**src/rtl/ctrl_pkg.sv**
```systemverilog
// Pipeline controller definitions

package ctrl_pkg;

  ////////////////////////////////////////////////////////////////////////////
  // sizes
  ////////////////////////////////////////////////////////////////////////////

  // operands a, b and c of the instruction in decode
  localparam int NUM_OPERANDS = 3;
  localparam int OP_A         = 0;

  localparam int IRQ_ID_W = 5;
  localparam int CAUSE_W  = 6;

  // mcause exception codes
  localparam logic [CAUSE_W-1:0] EXC_CAUSE_ILLEGAL_INSN = 6'd2;
  localparam logic [CAUSE_W-1:0] EXC_CAUSE_ECALL_MMODE  = 6'd11;

  ////////////////////////////////////////////////////////////////////////////
  // encodings
  ////////////////////////////////////////////////////////////////////////////

  // next pc source in the fetch stage
  typedef enum logic [2:0] {
    PC_BOOT      = 3'b000,
    PC_JUMP      = 3'b010,
    PC_BRANCH    = 3'b011,
    PC_EXCEPTION = 3'b100,
    PC_ERET      = 3'b101
  } pc_mux_e;

  // trap vector offset
  typedef enum logic [1:0] {
    EXC_PC_ILLINSN = 2'b00,
    EXC_PC_ECALL   = 2'b01,
    EXC_PC_IRQ     = 2'b11
  } exc_pc_e;

  typedef enum logic [1:0] {
    BRANCH_NONE = 2'b00,
    BRANCH_JAL  = 2'b01,
    BRANCH_JALR = 2'b10,
    BRANCH_COND = 2'b11
  } jump_e;

  // operand source in decode
  typedef enum logic [1:0] {
    SEL_REGFILE = 2'b00,
    SEL_FW_EX   = 2'b01,
    SEL_FW_WB   = 2'b10
  } fw_sel_e;

  ////////////////////////////////////////////////////////////////////////////
  // bundles
  ////////////////////////////////////////////////////////////////////////////

  // cause word, msb tells an interrupt from an exception
  typedef union packed {
    struct packed {
      logic                is_irq;
      logic [IRQ_ID_W-1:0] id;
    } irq;
    logic [CAUSE_W-1:0] exc;
  } cause_u;

  typedef struct packed {
    logic illegal;
    logic ecall;
    logic mret;
    logic wfi;
  } dec_flags_t;

  // destination of a later stage equals a source in decode
  typedef struct packed {
    logic [NUM_OPERANDS-1:0] ex;
    logic [NUM_OPERANDS-1:0] wb;
    logic [NUM_OPERANDS-1:0] alu;
  } reg_match_t;

  typedef struct packed {
    logic ex;
    logic wb;
    logic alu;
  } reg_we_t;

  typedef struct packed {
    logic    set;
    pc_mux_e mux;
    exc_pc_e exc_mux;
  } pc_ctrl_t;

  typedef struct packed {
    logic   csr_save_if;
    logic   csr_save_id;
    logic   csr_save_cause;
    logic   csr_restore_mret;
    cause_u exc_cause;
    cause_u csr_cause;
    logic   exc_done;
    logic   irq_ack;
  } trap_ctrl_t;

  typedef fw_sel_e [NUM_OPERANDS-1:0] fw_sel_vec_t;

endpackage
```
**src/rtl/core_ctrl.sv**
```systemverilog
// Pipeline controller top level

`timescale 1ns/1ns

module core_ctrl (
  input  logic                          clk,
  input  logic                          rst_n,
  input  logic                          fetch_enable_i,
  input  ctrl_pkg::dec_flags_t          dec_flags_i,
  input  logic                          instr_valid_i,
  input  ctrl_pkg::jump_e               jump_in_dec_i,
  input  ctrl_pkg::jump_e               jump_in_id_i,
  input  logic                          branch_taken_ex_i,
  input  logic                          irq_req_i,
  input  logic [ctrl_pkg::IRQ_ID_W-1:0] irq_id_i,
  input  logic                          id_ready_i,
  input  logic                          ex_valid_i,
  input  logic                          data_req_ex_i,
  input  ctrl_pkg::reg_we_t             reg_we_i,
  input  ctrl_pkg::reg_match_t          reg_match_i,
  output ctrl_pkg::pc_ctrl_t            pc_ctrl_o,
  output ctrl_pkg::trap_ctrl_t          trap_ctrl_o,
  output logic                          exc_ack_o,
  output logic                          halt_if_o,
  output logic                          halt_id_o,
  output logic                          instr_req_o,
  output logic                          ctrl_busy_o,
  output logic                          first_fetch_o,
  output logic                          is_decoding_o,
  output logic                          deassert_we_o,
  output logic                          load_stall_o,
  output logic                          jr_stall_o,
  output ctrl_pkg::fw_sel_vec_t         fw_sel_o
);

  // shared between the two halves
  logic is_decoding;
  logic jr_stall;

  assign is_decoding_o = is_decoding;
  assign jr_stall_o    = jr_stall;

  ctrl_fsm u_ctrl_fsm (
    .clk               (clk),
    .rst_n             (rst_n),
    .fetch_enable_i    (fetch_enable_i),
    .dec_flags_i       (dec_flags_i),
    .instr_valid_i     (instr_valid_i),
    .jump_in_dec_i     (jump_in_dec_i),
    .jump_in_id_i      (jump_in_id_i),
    .branch_taken_ex_i (branch_taken_ex_i),
    .irq_req_i         (irq_req_i),
    .irq_id_i          (irq_id_i),
    .id_ready_i        (id_ready_i),
    .ex_valid_i        (ex_valid_i),
    .jr_stall_i        (jr_stall),
    .pc_ctrl_o         (pc_ctrl_o),
    .trap_ctrl_o       (trap_ctrl_o),
    .exc_ack_o         (exc_ack_o),
    .halt_if_o         (halt_if_o),
    .halt_id_o         (halt_id_o),
    .instr_req_o       (instr_req_o),
    .ctrl_busy_o       (ctrl_busy_o),
    .first_fetch_o     (first_fetch_o),
    .is_decoding_o     (is_decoding)
  );

  hazard_unit u_hazard_unit (
    .is_decoding_i (is_decoding),
    .dec_flags_i   (dec_flags_i),
    .jump_in_dec_i (jump_in_dec_i),
    .data_req_ex_i (data_req_ex_i),
    .reg_we_i      (reg_we_i),
    .reg_match_i   (reg_match_i),
    .deassert_we_o (deassert_we_o),
    .load_stall_o  (load_stall_o),
    .jr_stall_o    (jr_stall),
    .fw_sel_o      (fw_sel_o)
  );

endmodule

```
**src/rtl/hazard_unit.sv**
```systemverilog
// Stall and forwarding logic

`timescale 1ns/1ns

module hazard_unit (
  input  logic                  is_decoding_i,
  input  ctrl_pkg::dec_flags_t  dec_flags_i,
  input  ctrl_pkg::jump_e       jump_in_dec_i,
  input  logic                  data_req_ex_i,
  input  ctrl_pkg::reg_we_t     reg_we_i,
  input  ctrl_pkg::reg_match_t  reg_match_i,
  output logic                  deassert_we_o,
  output logic                  load_stall_o,
  output logic                  jr_stall_o,
  output ctrl_pkg::fw_sel_vec_t fw_sel_o
);

  import ctrl_pkg::*;

  logic jalr_in_dec;
  logic op_a_pending;

  ////////////////////////////////////////////////////////////////////////////
  // stalls
  ////////////////////////////////////////////////////////////////////////////

  assign jalr_in_dec = (jump_in_dec_i == BRANCH_JALR);

  // jump target register still being produced somewhere ahead
  assign op_a_pending = (reg_we_i.wb  && reg_match_i.wb[OP_A]) ||
                        (reg_we_i.ex  && reg_match_i.ex[OP_A]) ||
                        (reg_we_i.alu && reg_match_i.alu[OP_A]);

  always_comb
  begin
    // load in EX writes a register that decode reads
    load_stall_o = data_req_ex_i && reg_we_i.ex && (|reg_match_i.ex);

    // jalr target cannot be forwarded to the pc
    jr_stall_o = jalr_in_dec && op_a_pending;

    // kill the write of anything that is not really decoded
    deassert_we_o = !is_decoding_i || dec_flags_i.illegal ||
                    load_stall_o || jr_stall_o;
  end

  ////////////////////////////////////////////////////////////////////////////
  // forwarding selects
  ////////////////////////////////////////////////////////////////////////////

  always_comb
  begin
    for (int i = 0; i < NUM_OPERANDS; i++)
    begin
      // youngest producer first
      if (reg_we_i.alu && reg_match_i.alu[i])
        fw_sel_o[i] = SEL_FW_EX;
      else if (reg_we_i.wb && reg_match_i.wb[i])
        fw_sel_o[i] = SEL_FW_WB;
      else
        fw_sel_o[i] = SEL_REGFILE;
    end
  end

  // jr stall is only ever caused by a jalr in decode
  always_comb
  begin
    assert (!jr_stall_o || jump_in_dec_i == BRANCH_JALR)
      else $error("jr stall without jalr in decode");
  end

endmodule

```
**src/rtl/ctrl_fsm.sv**
```systemverilog
// Main control state machine

`timescale 1ns/1ns

module ctrl_fsm (
  input  logic                          clk,
  input  logic                          rst_n,
  input  logic                          fetch_enable_i,
  input  ctrl_pkg::dec_flags_t          dec_flags_i,
  input  logic                          instr_valid_i,
  input  ctrl_pkg::jump_e               jump_in_dec_i,
  input  ctrl_pkg::jump_e               jump_in_id_i,
  input  logic                          branch_taken_ex_i,
  input  logic                          irq_req_i,
  input  logic [ctrl_pkg::IRQ_ID_W-1:0] irq_id_i,
  input  logic                          id_ready_i,
  input  logic                          ex_valid_i,
  input  logic                          jr_stall_i,
  output ctrl_pkg::pc_ctrl_t            pc_ctrl_o,
  output ctrl_pkg::trap_ctrl_t          trap_ctrl_o,
  output logic                          exc_ack_o,
  output logic                          halt_if_o,
  output logic                          halt_id_o,
  output logic                          instr_req_o,
  output logic                          ctrl_busy_o,
  output logic                          first_fetch_o,
  output logic                          is_decoding_o
);

  import ctrl_pkg::*;

  typedef enum logic [3:0] {
    RESET,
    BOOT_SET,
    WAIT_SLEEP,
    SLEEP,
    FIRST_FETCH,
    DECODE,
    FLUSH_EX,
    FLUSH_WB,
    IRQ_FLUSH,
    IRQ_TAKEN_ID,
    IRQ_TAKEN_IF
  } ctrl_state_e;

  ctrl_state_e ctrl_fsm_cs;
  ctrl_state_e ctrl_fsm_ns;

  logic jump_done;
  logic jump_done_q;
  logic boot_done;
  logic boot_done_q;
  logic jump_in_dec;
  logic branch_in_id;
  logic trap_in_dec;

  // unconditional jumps are resolved in decode
  assign jump_in_dec  = (jump_in_dec_i == BRANCH_JAL) || (jump_in_dec_i == BRANCH_JALR);
  // conditional branch still waiting to reach EX
  assign branch_in_id = (jump_in_id_i == BRANCH_COND);
  assign trap_in_dec  = dec_flags_i.ecall || dec_flags_i.illegal ||
                        dec_flags_i.mret || dec_flags_i.wfi;

  ////////////////////////////////////////////////////////////////////////////
  // next state and outputs
  ////////////////////////////////////////////////////////////////////////////

  always_comb
  begin
    // defaults, busy and fetching
    ctrl_fsm_ns   = ctrl_fsm_cs;
    instr_req_o   = 1'b1;
    ctrl_busy_o   = 1'b1;
    first_fetch_o = 1'b0;
    is_decoding_o = 1'b0;
    halt_if_o     = 1'b0;
    halt_id_o     = 1'b0;
    exc_ack_o     = 1'b0;
    jump_done     = jump_done_q;
    boot_done     = 1'b0;

    pc_ctrl_o.set     = 1'b0;
    pc_ctrl_o.mux     = PC_BOOT;
    pc_ctrl_o.exc_mux = EXC_PC_IRQ;
    trap_ctrl_o       = '0;

    unique case (ctrl_fsm_cs)
      RESET:
      begin
        ctrl_busy_o = 1'b0;
        instr_req_o = 1'b0;
        if (fetch_enable_i)
          ctrl_fsm_ns = BOOT_SET;
      end

      // load the boot address into the fetch stage
      BOOT_SET:
      begin
        pc_ctrl_o.set = 1'b1;
        pc_ctrl_o.mux = PC_BOOT;
        boot_done     = 1'b1;
        ctrl_fsm_ns   = FIRST_FETCH;
      end

      WAIT_SLEEP:
      begin
        ctrl_busy_o = 1'b0;
        instr_req_o = 1'b0;
        halt_if_o   = 1'b1;
        halt_id_o   = 1'b1;
        ctrl_fsm_ns = SLEEP;
      end

      // pipeline is empty, wait for fetch enable or an interrupt
      SLEEP:
      begin
        ctrl_busy_o = 1'b0;
        instr_req_o = 1'b0;
        halt_if_o   = 1'b1;
        halt_id_o   = 1'b1;
        if (fetch_enable_i || irq_req_i)
          // a core that never booted takes the boot vector first
          ctrl_fsm_ns = boot_done_q ? FIRST_FETCH : BOOT_SET;
      end

      FIRST_FETCH:
      begin
        first_fetch_o = 1'b1;
        // stay here while IF misses
        if (id_ready_i)
          ctrl_fsm_ns = DECODE;
        // pipeline is flushed, so the interrupt is taken from IF
        if (irq_req_i)
        begin
          exc_ack_o   = 1'b1;
          halt_if_o   = 1'b1;
          halt_id_o   = 1'b1;
          ctrl_fsm_ns = IRQ_TAKEN_IF;
        end
      end

      DECODE:
      begin
        if (branch_taken_ex_i)
        begin
          // taken branch in EX wins, the decode slot is discarded
          pc_ctrl_o.set = 1'b1;
          pc_ctrl_o.mux = PC_BRANCH;
        end
        else if (instr_valid_i)
        begin
          is_decoding_o = 1'b1;
          // hold the interrupt off while a branch in ID could still redirect
          if (irq_req_i && !branch_in_id)
          begin
            halt_if_o   = 1'b1;
            halt_id_o   = 1'b1;
            ctrl_fsm_ns = IRQ_FLUSH;
          end
          else if (jump_in_dec)
          begin
            pc_ctrl_o.mux = PC_JUMP;
            // one redirect per jump, and only once the jr hazard is gone
            if (!jr_stall_i && !jump_done_q)
            begin
              pc_ctrl_o.set = 1'b1;
              jump_done     = 1'b1;
            end
          end
          else if (trap_in_dec)
          begin
            halt_if_o   = 1'b1;
            halt_id_o   = 1'b1;
            ctrl_fsm_ns = FLUSH_EX;
          end
        end
      end

      // drain EX, the wait depends on the instruction ahead
      FLUSH_EX:
      begin
        halt_if_o = 1'b1;
        halt_id_o = 1'b1;
        if (ex_valid_i)
          ctrl_fsm_ns = FLUSH_WB;
      end

      FLUSH_WB:
      begin
        halt_if_o = 1'b1;
        halt_id_o = 1'b1;
        // decode flags are frozen by the halt
        if (dec_flags_i.ecall)
        begin
          pc_ctrl_o.set                = 1'b1;
          pc_ctrl_o.mux                = PC_EXCEPTION;
          pc_ctrl_o.exc_mux            = EXC_PC_ECALL;
          trap_ctrl_o.csr_save_id      = 1'b1;
          trap_ctrl_o.csr_save_cause   = 1'b1;
          trap_ctrl_o.exc_done         = 1'b1;
          trap_ctrl_o.exc_cause.exc    = EXC_CAUSE_ECALL_MMODE;
          trap_ctrl_o.csr_cause.exc    = EXC_CAUSE_ECALL_MMODE;
        end
        else if (dec_flags_i.illegal)
        begin
          pc_ctrl_o.set                = 1'b1;
          pc_ctrl_o.mux                = PC_EXCEPTION;
          pc_ctrl_o.exc_mux            = EXC_PC_ILLINSN;
          trap_ctrl_o.csr_save_id      = 1'b1;
          trap_ctrl_o.csr_save_cause   = 1'b1;
          trap_ctrl_o.exc_done         = 1'b1;
          trap_ctrl_o.exc_cause.exc    = EXC_CAUSE_ILLEGAL_INSN;
          trap_ctrl_o.csr_cause.exc    = EXC_CAUSE_ILLEGAL_INSN;
        end
        else if (dec_flags_i.mret)
        begin
          pc_ctrl_o.set                = 1'b1;
          pc_ctrl_o.mux                = PC_ERET;
          trap_ctrl_o.csr_restore_mret = 1'b1;
        end
        // wfi only decides between decode and sleep
        ctrl_fsm_ns = fetch_enable_i ? DECODE : WAIT_SLEEP;
      end

      // recheck the request, the enable may have changed meanwhile
      IRQ_FLUSH:
      begin
        halt_if_o   = 1'b1;
        halt_id_o   = 1'b1;
        exc_ack_o   = 1'b1;
        ctrl_fsm_ns = irq_req_i ? IRQ_TAKEN_ID : DECODE;
      end

      IRQ_TAKEN_ID, IRQ_TAKEN_IF:
      begin
        pc_ctrl_o.set                 = 1'b1;
        pc_ctrl_o.mux                 = PC_EXCEPTION;
        pc_ctrl_o.exc_mux             = EXC_PC_IRQ;
        trap_ctrl_o.exc_cause.irq.id  = irq_id_i;
        trap_ctrl_o.csr_cause.irq.is_irq = 1'b1;
        trap_ctrl_o.csr_cause.irq.id  = irq_id_i;
        trap_ctrl_o.csr_save_cause    = 1'b1;
        // epc comes from the stage that held the next instruction
        trap_ctrl_o.csr_save_id       = (ctrl_fsm_cs == IRQ_TAKEN_ID);
        trap_ctrl_o.csr_save_if       = (ctrl_fsm_cs == IRQ_TAKEN_IF);
        trap_ctrl_o.exc_done          = 1'b1;
        trap_ctrl_o.irq_ack           = 1'b1;
        ctrl_fsm_ns                   = DECODE;
      end

      default:
      begin
        instr_req_o = 1'b0;
        ctrl_fsm_ns = RESET;
      end
    endcase
  end

  ////////////////////////////////////////////////////////////////////////////
  // state registers
  ////////////////////////////////////////////////////////////////////////////

  always_ff @(posedge clk or negedge rst_n)
  begin
    if (!rst_n)
    begin
      ctrl_fsm_cs <= RESET;
      jump_done_q <= 1'b0;
      boot_done_q <= 1'b0;
    end
    else
    begin
      ctrl_fsm_cs <= ctrl_fsm_ns;
      boot_done_q <= boot_done_q | boot_done;
      // cleared once the jump leaves decode
      jump_done_q <= jump_done & ~id_ready_i;
    end
  end

  // no branch prediction, so taken branches cannot come back to back
  assert property (@(posedge clk) disable iff (!rst_n)
    branch_taken_ex_i |=> !branch_taken_ex_i)
    else $error("taken branches back to back");

  assert property (@(posedge clk) disable iff (!rst_n)
    (ctrl_fsm_cs == RESET) |-> !$rose(pc_ctrl_o.set))
    else $error("pc_set rose in RESET");

endmodule

```
**config.mk**
```make
export PLATFORM = sky130hd
export DESIGN_NAME = core_ctrl
export DESIGN_NICKNAME = d
export VERILOG_FILES = /design/src/rtl/ctrl_pkg.sv /design/src/rtl/core_ctrl.sv /design/src/rtl/hazard_unit.sv /design/src/rtl/ctrl_fsm.sv
export SDC_FILE = /design/constraint.sdc
export NUM_CORES = 1
export LEC_CHECK = 0
export ABC_AREA = 1
export BUFFER_PORTS_ARGS = -buffer_cell sky130_fd_sc_hd__buf_4
export CAP_MARGIN = 20
export CORE_UTILIZATION = 35
export CTS_CLUSTER_DIAMETER = 100
export DETAILED_ROUTE_END_ITERATION = 16
export PLACE_DENSITY = 0.77
export SYNTH_ARGS = -nofsm -noshare
export SYNTH_HDL_FRONTEND = slang
export SYNTH_SLANG_ARGS = --single-unit
```
**constraint.sdc**
```tcl
create_clock -name clk -period 1.8 [get_ports clk]
set_clock_uncertainty 0.05 [all_clocks]
set_input_delay 0.45 -clock clk [delete_from_list [all_inputs] [get_ports clk]]
set_output_delay 0.45 -clock clk [all_outputs]
set_load 0.02 [all_outputs]
```
==> flow_summary.ini, run 1 <==
[timing]
endpoint_type = primary output
worst_endpoint = trap_ctrl_o[12]

[logic_synthesis]
synth_simple_gate_area_frac = 0.554
post_synth_xor_area_fraction = 0
synth_top_area_frac = 0.242
yosysWarnings = 0
synth_area_leader_cell = nand2_1
yosysUniqueCellTypes = 18
synthMuxAreaShare = 0
syn-num-nets = 207
synth-compound-area-share = 0.0623
synthAdderAreaFrac = 0.0142
yosys_register_bits = 6
avgSynthCellArea_um2 = 5.14
yosysSeqAreaShare = 0.170
synthCells = 172
synth_top_family_by_area = simple AND/OR/NAND/NOR gates
yosys-top-cells-area = nand2_1, dfrtp_1, inv_1, nor2_1, nand3_1
syn_area_um2 = 883

[grt]
antenna_found_initial = 0
grt_max_degree = 7

[clocking]
root_buffer = clkbuf_4
clk_path_buf_depth = 2
numCtsBuffers = 3
htreeDepth = 1
cts_sinks = 6

[die]
start_util = 0.385
die_y_um = 52.2
rows = 17
ios = 74
die_x_um = 52.2

[run_status]
stop_stage = 5_1_grt
status = stopped before the end
error = [ERROR DPL-0033] detailed placement checks failed during check placement.

[place]
dp_hpwl_um = 2980
portBuffers = 72
place.gp.congestion = 0.964
logic make-up after synthesis:
family,after synthesis
buf+inv,39
flops,6
fa+ha+maj,1
compound gates,11
other cells,1
simple gates,114
synthesized netlist by cell type (all sizes together):
cell type / number
a21oi: 3
nand4: 1
conb: 1
nand2: 60
dfrtp: 6
nor2: 31
or2: 1
nand3b: 1
buf: 7
o21ai: 8
nand3: 18
inv: 32
nor3: 2
ha: 1
per-stage QoR:
step | hold WS [ns] | std cells | utilization | worst slack [ns] | area [um2]
floorplan | 0.104 | 172 | - | -0.0510 | 1010
global placement | 0.214 | 293 | 0.757 | -0.216 | 1740
detailed placement | 0.215 | 293 | 0.757 | -0.218 | 1740
CTS | 0.296 | 307 | 0.849 | -0.241 | 1950
timing repair:
item,in CTS
setup endpoints to repair,31
hold buffers,1
endpoints found under the hold margin,6
resized for setup,32
buffers inserted,9
pin swaps,6
==> run 2, diff against run 1 <==
CORE_AREA = 2 2 63 65   (was not set)
CORE_UTILIZATION = not set   (was 35)
CTS_CLUSTER_DIAMETER = not set   (was 100)
DIE_AREA = 0 0 65 67   (was not set)
PLACE_DENSITY = not set   (was 0.77)
PLACE_DENSITY_LB_ADDON = 0.15   (was not set)
clock period = 2.35 ns   (was 1.8 ns; I/O delays follow)
==> run 2 against run 1 <==
  * The run now ends clean
  * Synthesized cell count unchanged
  * Area after synthesis unchanged
==> flow_summary.ini, run 2 <==
[run_status]
status = finished clean

[detailed_routing]
avgViaCountPerCell = 4.27
vias = 1264
wl_per_cell_um = 10.6
postRouteAntennaNets = 0
dr.pass1.iters = 4
first_iter_violations = 55
drc = 0
wirelength_um = 3130

[setup_path]
crit_slowest_cell = or2_4
cpMostUsedCell = buf_4
crit_family = simple AND/OR/NAND/NOR gates
criticalPathCategory = in -> out
path_buf_inv = 3
crit_arrival_ns = 1.62
worstSetupStartpointType = input pin
worstPathMaxFanout = 2
end_kind = primary output
crit_path_max_incr_delay_ns = 0.25
path_cells = buf_4 -> inv_1 -> ha_4 -> or2_4 -> nor2_4 -> nand3_1 -> nand2_1 -> buf_4
crit_required_ns = 1.71

[logic_synthesis]
synth-edff-count = 0
synth-compound-area-share = 0.0623
synth_top_family_by_area = simple AND/OR/NAND/NOR gates
synth_common_cells = nand2_1, inv_1, nor2_1, nand3_1, o21ai_0
yosysWarnings = 0
synthMuxAreaShare = 0
synth_area_leader_cell = nand2_1
yosysUniqueCellTypes = 18
yosys_register_bits = 6
synth_ff_type = dfrtp_1
synthCells = 172
yosys-top-cells-area = nand2_1, dfrtp_1, inv_1, nor2_1, nand3_1
syn-num-nets = 207
post_synth_xor_area_fraction = 0
synthAdderAreaFrac = 0.0142
synth_top_area_frac = 0.242
synth_simple_gate_area_frac = 0.554
syn_area_um2 = 883
synth_most_common_cell = nand2_1
yosysSeqAreaShare = 0.170
ys_async_sr_fraction = 1.00
avgSynthCellArea_um2 = 5.14

[clocking]
cts_sinks = 6
cts_tree = done
clk_path_buf_depth = 2
numCtsBuffers = 3
htreeDepth = 1
clk_pin_slew_ns = 0.04
root_buffer = clkbuf_8
insertion_delay_ns = 0.22
hold_buffers = 0

[timing]
setup_tns_ns = 0
rsz0062_at_grt = false
whs_ns = 0.120
layout_min_cycle_time_ns = 2.26
post-route-period-util = 0.960
hold_viol_final = 0
max_clock_freq_mhz = 443
setup_viol = 0
slew_violations = 0

[die]
die_x_um = 65
ios = 74
start_util = 0.245
die_y_um = 67
core_area_um2 = 3610
dieArea_um2 = 4360
rows = 22

[job]
cap_violations = 0

[cells_and_area]
multiInputGateArea_um2 = 619
fill_cells = 398
largest_reg_flops = 4
layout_common_cells = buf_4, nand2_1, inv_1, nor2_1, nand3_1
regMostFlops = u_ctrl_fsm.ctrl_fsm_cs
layout-area-overhead-vs-synth_pct = 80.9
drive_above_1_share = 0.435
antenna_cells = 0
register_area_um2 = 154
fin_cells = 296
final_common_cell = buf_4
final_nets = 285
reg.largest.list = u_ctrl_fsm.ctrl_fsm_cs: 4 flops, u_ctrl_fsm.boot_done_q: 1 flops, u_ctrl_fsm.jump_done_q: 1 flops

[place]
portBuffers = 72
place.gp.congestion = 0.889
dp_cells = 290
dp_hpwl_um = 2760

[pwr]
powerDensity_nw_per_um2 = 946
power.ir.vdd_worst_mv = 0.557
p_leak_nw = 0.987

[grt]
grt_pass1_wl_um = 5000
track_usage = 0.145
overflow = 0
grt_max_degree = 8
antenna_found_initial = 0
grt_pass1_vias = 1119

[worst_hold_path]
hold_path.class = in -> async
-- run 2: cell counts after synthesis --
No cell type changed its count.
-- run 2: timing repair --
action	in CTS	in global routing
resized for setup	1	17
setup endpoints to repair	1	12
setup buffers	0	3
pin swaps	0	3
-- run 2: area by class of cell --
cell class	instances	area share
Tap cell	48	0.0376
Sequential cell	6	0.0963
Inverter	32	0.0767
Clock buffer	3	0.0258
Multi-Input combinational cell	127	0.388
Timing Repair Buffer	80	0.376
-- run 2: metrics by stage --
stage          worst slack (ns)  power, W  instance area, um2  utilization
2_1_floorplan           0.00322  0.000854                 887            -
3_3_place_gp            0.00978   0.00127                1470        0.408
3_5_place_dp           -0.00768   0.00127                1470        0.408
4_1_cts                 0.00594   0.00143                1520        0.421
5_1_grt                 0.00315   0.00164                1600        0.443
6_report                 0.0930   0.00151                1600        0.443
-- run 2: worst paths after layout --
kind | startpoint | endpoint | slack [ns] | cells after the start
worst max-delay path | jump_in_dec_i[0] | pc_ctrl_o[5] | 0.09 | 8
worst min-delay path | rst_n | u_ctrl_fsm.boot_done_q | 0.12 | 1
worst max register to register | u_ctrl_fsm.ctrl_fsm_cs[3] | u_ctrl_fsm.ctrl_fsm_cs[2] | 0.92 | 9
worst min register to register | u_ctrl_fsm.boot_done_q | u_ctrl_fsm.boot_done_q | 0.42 | 2
max in group asynchronous | rst_n | u_ctrl_fsm.ctrl_fsm_cs[1] | 2.00 | 1
min in group clk | u_ctrl_fsm.boot_done_q | u_ctrl_fsm.boot_done_q | 0.42 | 2
-- run 2: routing by layer --
metal | vias up | track usage | routed length [um]
met5 | - | 0 | 0
met1 | 542 | 0.174 | 1340
met4 | 0 | 0.0239 | 12
li1 | 673 | - | -
met3 | 2 | 0.0236 | 233
met2 | 47 | 0.273 | 1540
-- run 2: cells by family after synthesis --
family                   Yosys count
other                              1
adder cells (fa/ha/maj)            1
buffers and inverters             39
AND/OR/NAND/NOR                  114
flip-flops                         6
AO/OA/AOI/OAI                     11
-- run 2: report_power, final --
group / switching, W / total (W) / internal (W)
registers: 0.0000500 / 0.000192 / 0.000142
logic: 0.000699 / 0.00117 / 0.000469
clock network: 0.0000423 / 0.000152 / 0.000110
No activity file was read; power rests on OpenSTA's default activity.
==> run 3, diff against run 2 <==
ABC_AREA = not set   (was 1)
==> run 3 against run 2 <==
  * The run now ends with setup timing left
  * Highest routed layer unchanged
  * Critical path depth down 3
  * Largest power group unchanged
  * Largest cell class is now non-clock buffers
  * Via count up 1.5%
  * Clock power down 3%
  * Area after synthesis down 1.3%
==> flow_summary.ini, run 3 <==
[detailed_routing]
first_iter_violations = 49
vias = 1283
drc = 0
dr.pass1.iters = 4
wl_per_cell_um = 14.0
avgViaCountPerCell = 4.95
wirelength_um = 3620
postRouteAntennaNets = 0

[pwr]
powerDensity_nw_per_um2 = 1080
power.ir.vdd_worst_mv = 0.620
p_leak_nw = 0.856
finalPower_w = 0.00183

[clocking]
root_buffer = clkbuf_8
clk_path_buf_depth = 2
cts_sinks = 6
numCtsBuffers = 3
insertion_delay_ns = 0.22
hold_buffers = 0
htreeDepth = 1
cts_tree = done
clk_pin_slew_ns = 0.03

[logic_synthesis]
synth_common_cells = nand2_1, nor2_1, a21oi_1, buf_4
ys_async_sr_fraction = 1.00
yosysSeqAreaShare = 0.172
yosysWarnings = 0
synth_top_area_frac = 0.172
yosysUniqueCellTypes = 37
yosys-top-cells-area = dfrtp_1, buf_4, a21oi_1, nand2_1, nor2_1
avgSynthCellArea_um2 = 6.87
synth-edff-count = 0
synth_ff_type = dfrtp_1
syn_area_um2 = 872
synth_area_leader_cell = dfrtp_1
syn-num-nets = 162
synthCells = 127
synth_most_common_cell = nand2_1
yosys_register_bits = 6

[cells_and_area]
final_common_cell = buf_4
design_area_um2 = 1700
fill_cells = 387
postLayoutCoreUtil = 0.471
reg.largest.list = u_ctrl_fsm.ctrl_fsm_cs: 4 flops, u_ctrl_fsm.boot_done_q: 1 flops, u_ctrl_fsm.jump_done_q: 1 flops
antenna_cells = 0
layout_common_cells = buf_4, nand2_1, nor2_1, a21oi_1
drive_above_1_share = 0.550
layout-area-overhead-vs-synth_pct = 94.7
largest_reg_flops = 4
final_nets = 248
regMostFlops = u_ctrl_fsm.ctrl_fsm_cs

[setup_path]
end_kind = primary output
worstPathMaxFanout = 2
criticalPathCategory = in -> out
worstSetupStartpointType = input pin
crit_path_max_incr_delay_ns = 0.52
crit_family = simple AND/OR/NAND/NOR gates
path_buf_inv = 2
crit_required_ns = 1.71
crit_slowest_cell = or4_4
crit_arrival_ns = 1.81
path_cells = buf_6 -> a222oi_1 -> nor2b_2 -> or4_4 -> buf_6
cpMostUsedCell = buf_6

[timing]
rsz0062_at_grt = true
layout_min_cycle_time_ns = 2.45
slew_violations = 0
whs_ns = 0.116
setup_viol = 2
max_clock_freq_mhz = 408
worst_slack_ns = -0.101
post-route-period-util = 1.04
hold_viol_final = 0

[place]
place_ws_ns = -0.116
place.gp.congestion = 0.820
dp_hpwl_um = 3050
place_area_um2 = 1560
portBuffers = 72

[job]
cap_violations = 0

[grt]
track_usage = 0.162
grt_pass1_vias = 1272
grt_max_degree = 10
overflow = 0
grt_pass1_wl_um = 5530
antenna_found_initial = 0

[die]
die_x_um = 65
start_util = 0.242
die_y_um = 67
ios = 74
dieArea_um2 = 4360
core_area_um2 = 3610
rows = 22

[worst_hold_path]
hold_path.class = in -> async

[run_status]
violations = setup timing
status = finished with violations
[run 3: changes by cell type after synthesis, moves of 7 or more]
cell     before  now
nand3_1      17    0
inv_1        30    6
a21oi_1       3   10
nand2_1      57   13
nor2_1       25   11
[run 3: report_power, final]
group	switching (W)	internal, W
sequential	0.0000681	0.000147
combinational	0.000771	0.000701
clock	0.0000383	0.000109
[run 3: cell families after synthesis]
kind of cell | Yosys count | share of synthesized area
other cells | 1 | 0.00430
flops | 6 | 0.172
compound gates | 40 | 0.324
simple gates | 59 | 0.359
mux | 1 | 0.0129
buf+inv | 19 | 0.113
fa+ha+maj | 1 | 0.0143
[run 3: stage by stage]
stage,std cells,setup TNS (ns)
2_1_floorplan,127,0
3_3_place_gp,254,-0.145
4_1_cts,257,-0.171
5_1_grt,259,-0.270
3_5_place_dp,254,-0.189
6_report,259,-0.149
[run 3: layout make-up]
cell class                      instances  area (um2)  share of cell area
Clock buffer                            3        41.3              0.0243
Tap cell                               48        60.1              0.0354
Sequential cell                         6         154              0.0906
Timing Repair Buffer                   94         726               0.427
Inverter                                6        22.5              0.0133
Multi-Input combinational cell        102         694               0.409
[run 3: path summary, 6_finish.rpt]
check                      slack [ns]                        end                      start  cells past startpoint
max                             -0.10              deassert_we_o                reg_we_i[1]                      5
min                              0.12  u_ctrl_fsm.ctrl_fsm_cs[1]                      rst_n                      1
max reg2reg                      0.31  u_ctrl_fsm.ctrl_fsm_cs[0]  u_ctrl_fsm.ctrl_fsm_cs[1]                      6
min reg2reg                      0.41     u_ctrl_fsm.boot_done_q     u_ctrl_fsm.boot_done_q                      1
max in group asynchronous        2.01  u_ctrl_fsm.ctrl_fsm_cs[2]                      rst_n                      1
min in group clk                 0.41     u_ctrl_fsm.boot_done_q     u_ctrl_fsm.boot_done_q                      1
[run 3: per-layer routing]
layer / up-vias / GRT usage / routed length (um)
li1: 626 / - / -
met1: 581 / 0.167 / 1450
met2: 72 / 0.320 / 1790
met3: 4 / 0.0253 / 344
met4: 0 / 0.0691 / 30
met5: - / 0 / 0
[run 3: what timing repair did]
item                                    4_1_cts  5_1_grt
pin swaps                                     4        4
endpoints found under the setup margin       19       17
resized for setup                            10        9
buffers inserted                              0        2
[run 3: worst reg2reg max path, cell delays in order (launching register included)]
cell       delay (ns)
dfrtp_1          0.40
buf_4            0.17
buf_4            0.16
or2_4            0.26
a2111oi_2        0.43
a221oi_1         0.13
mux2_2           0.30
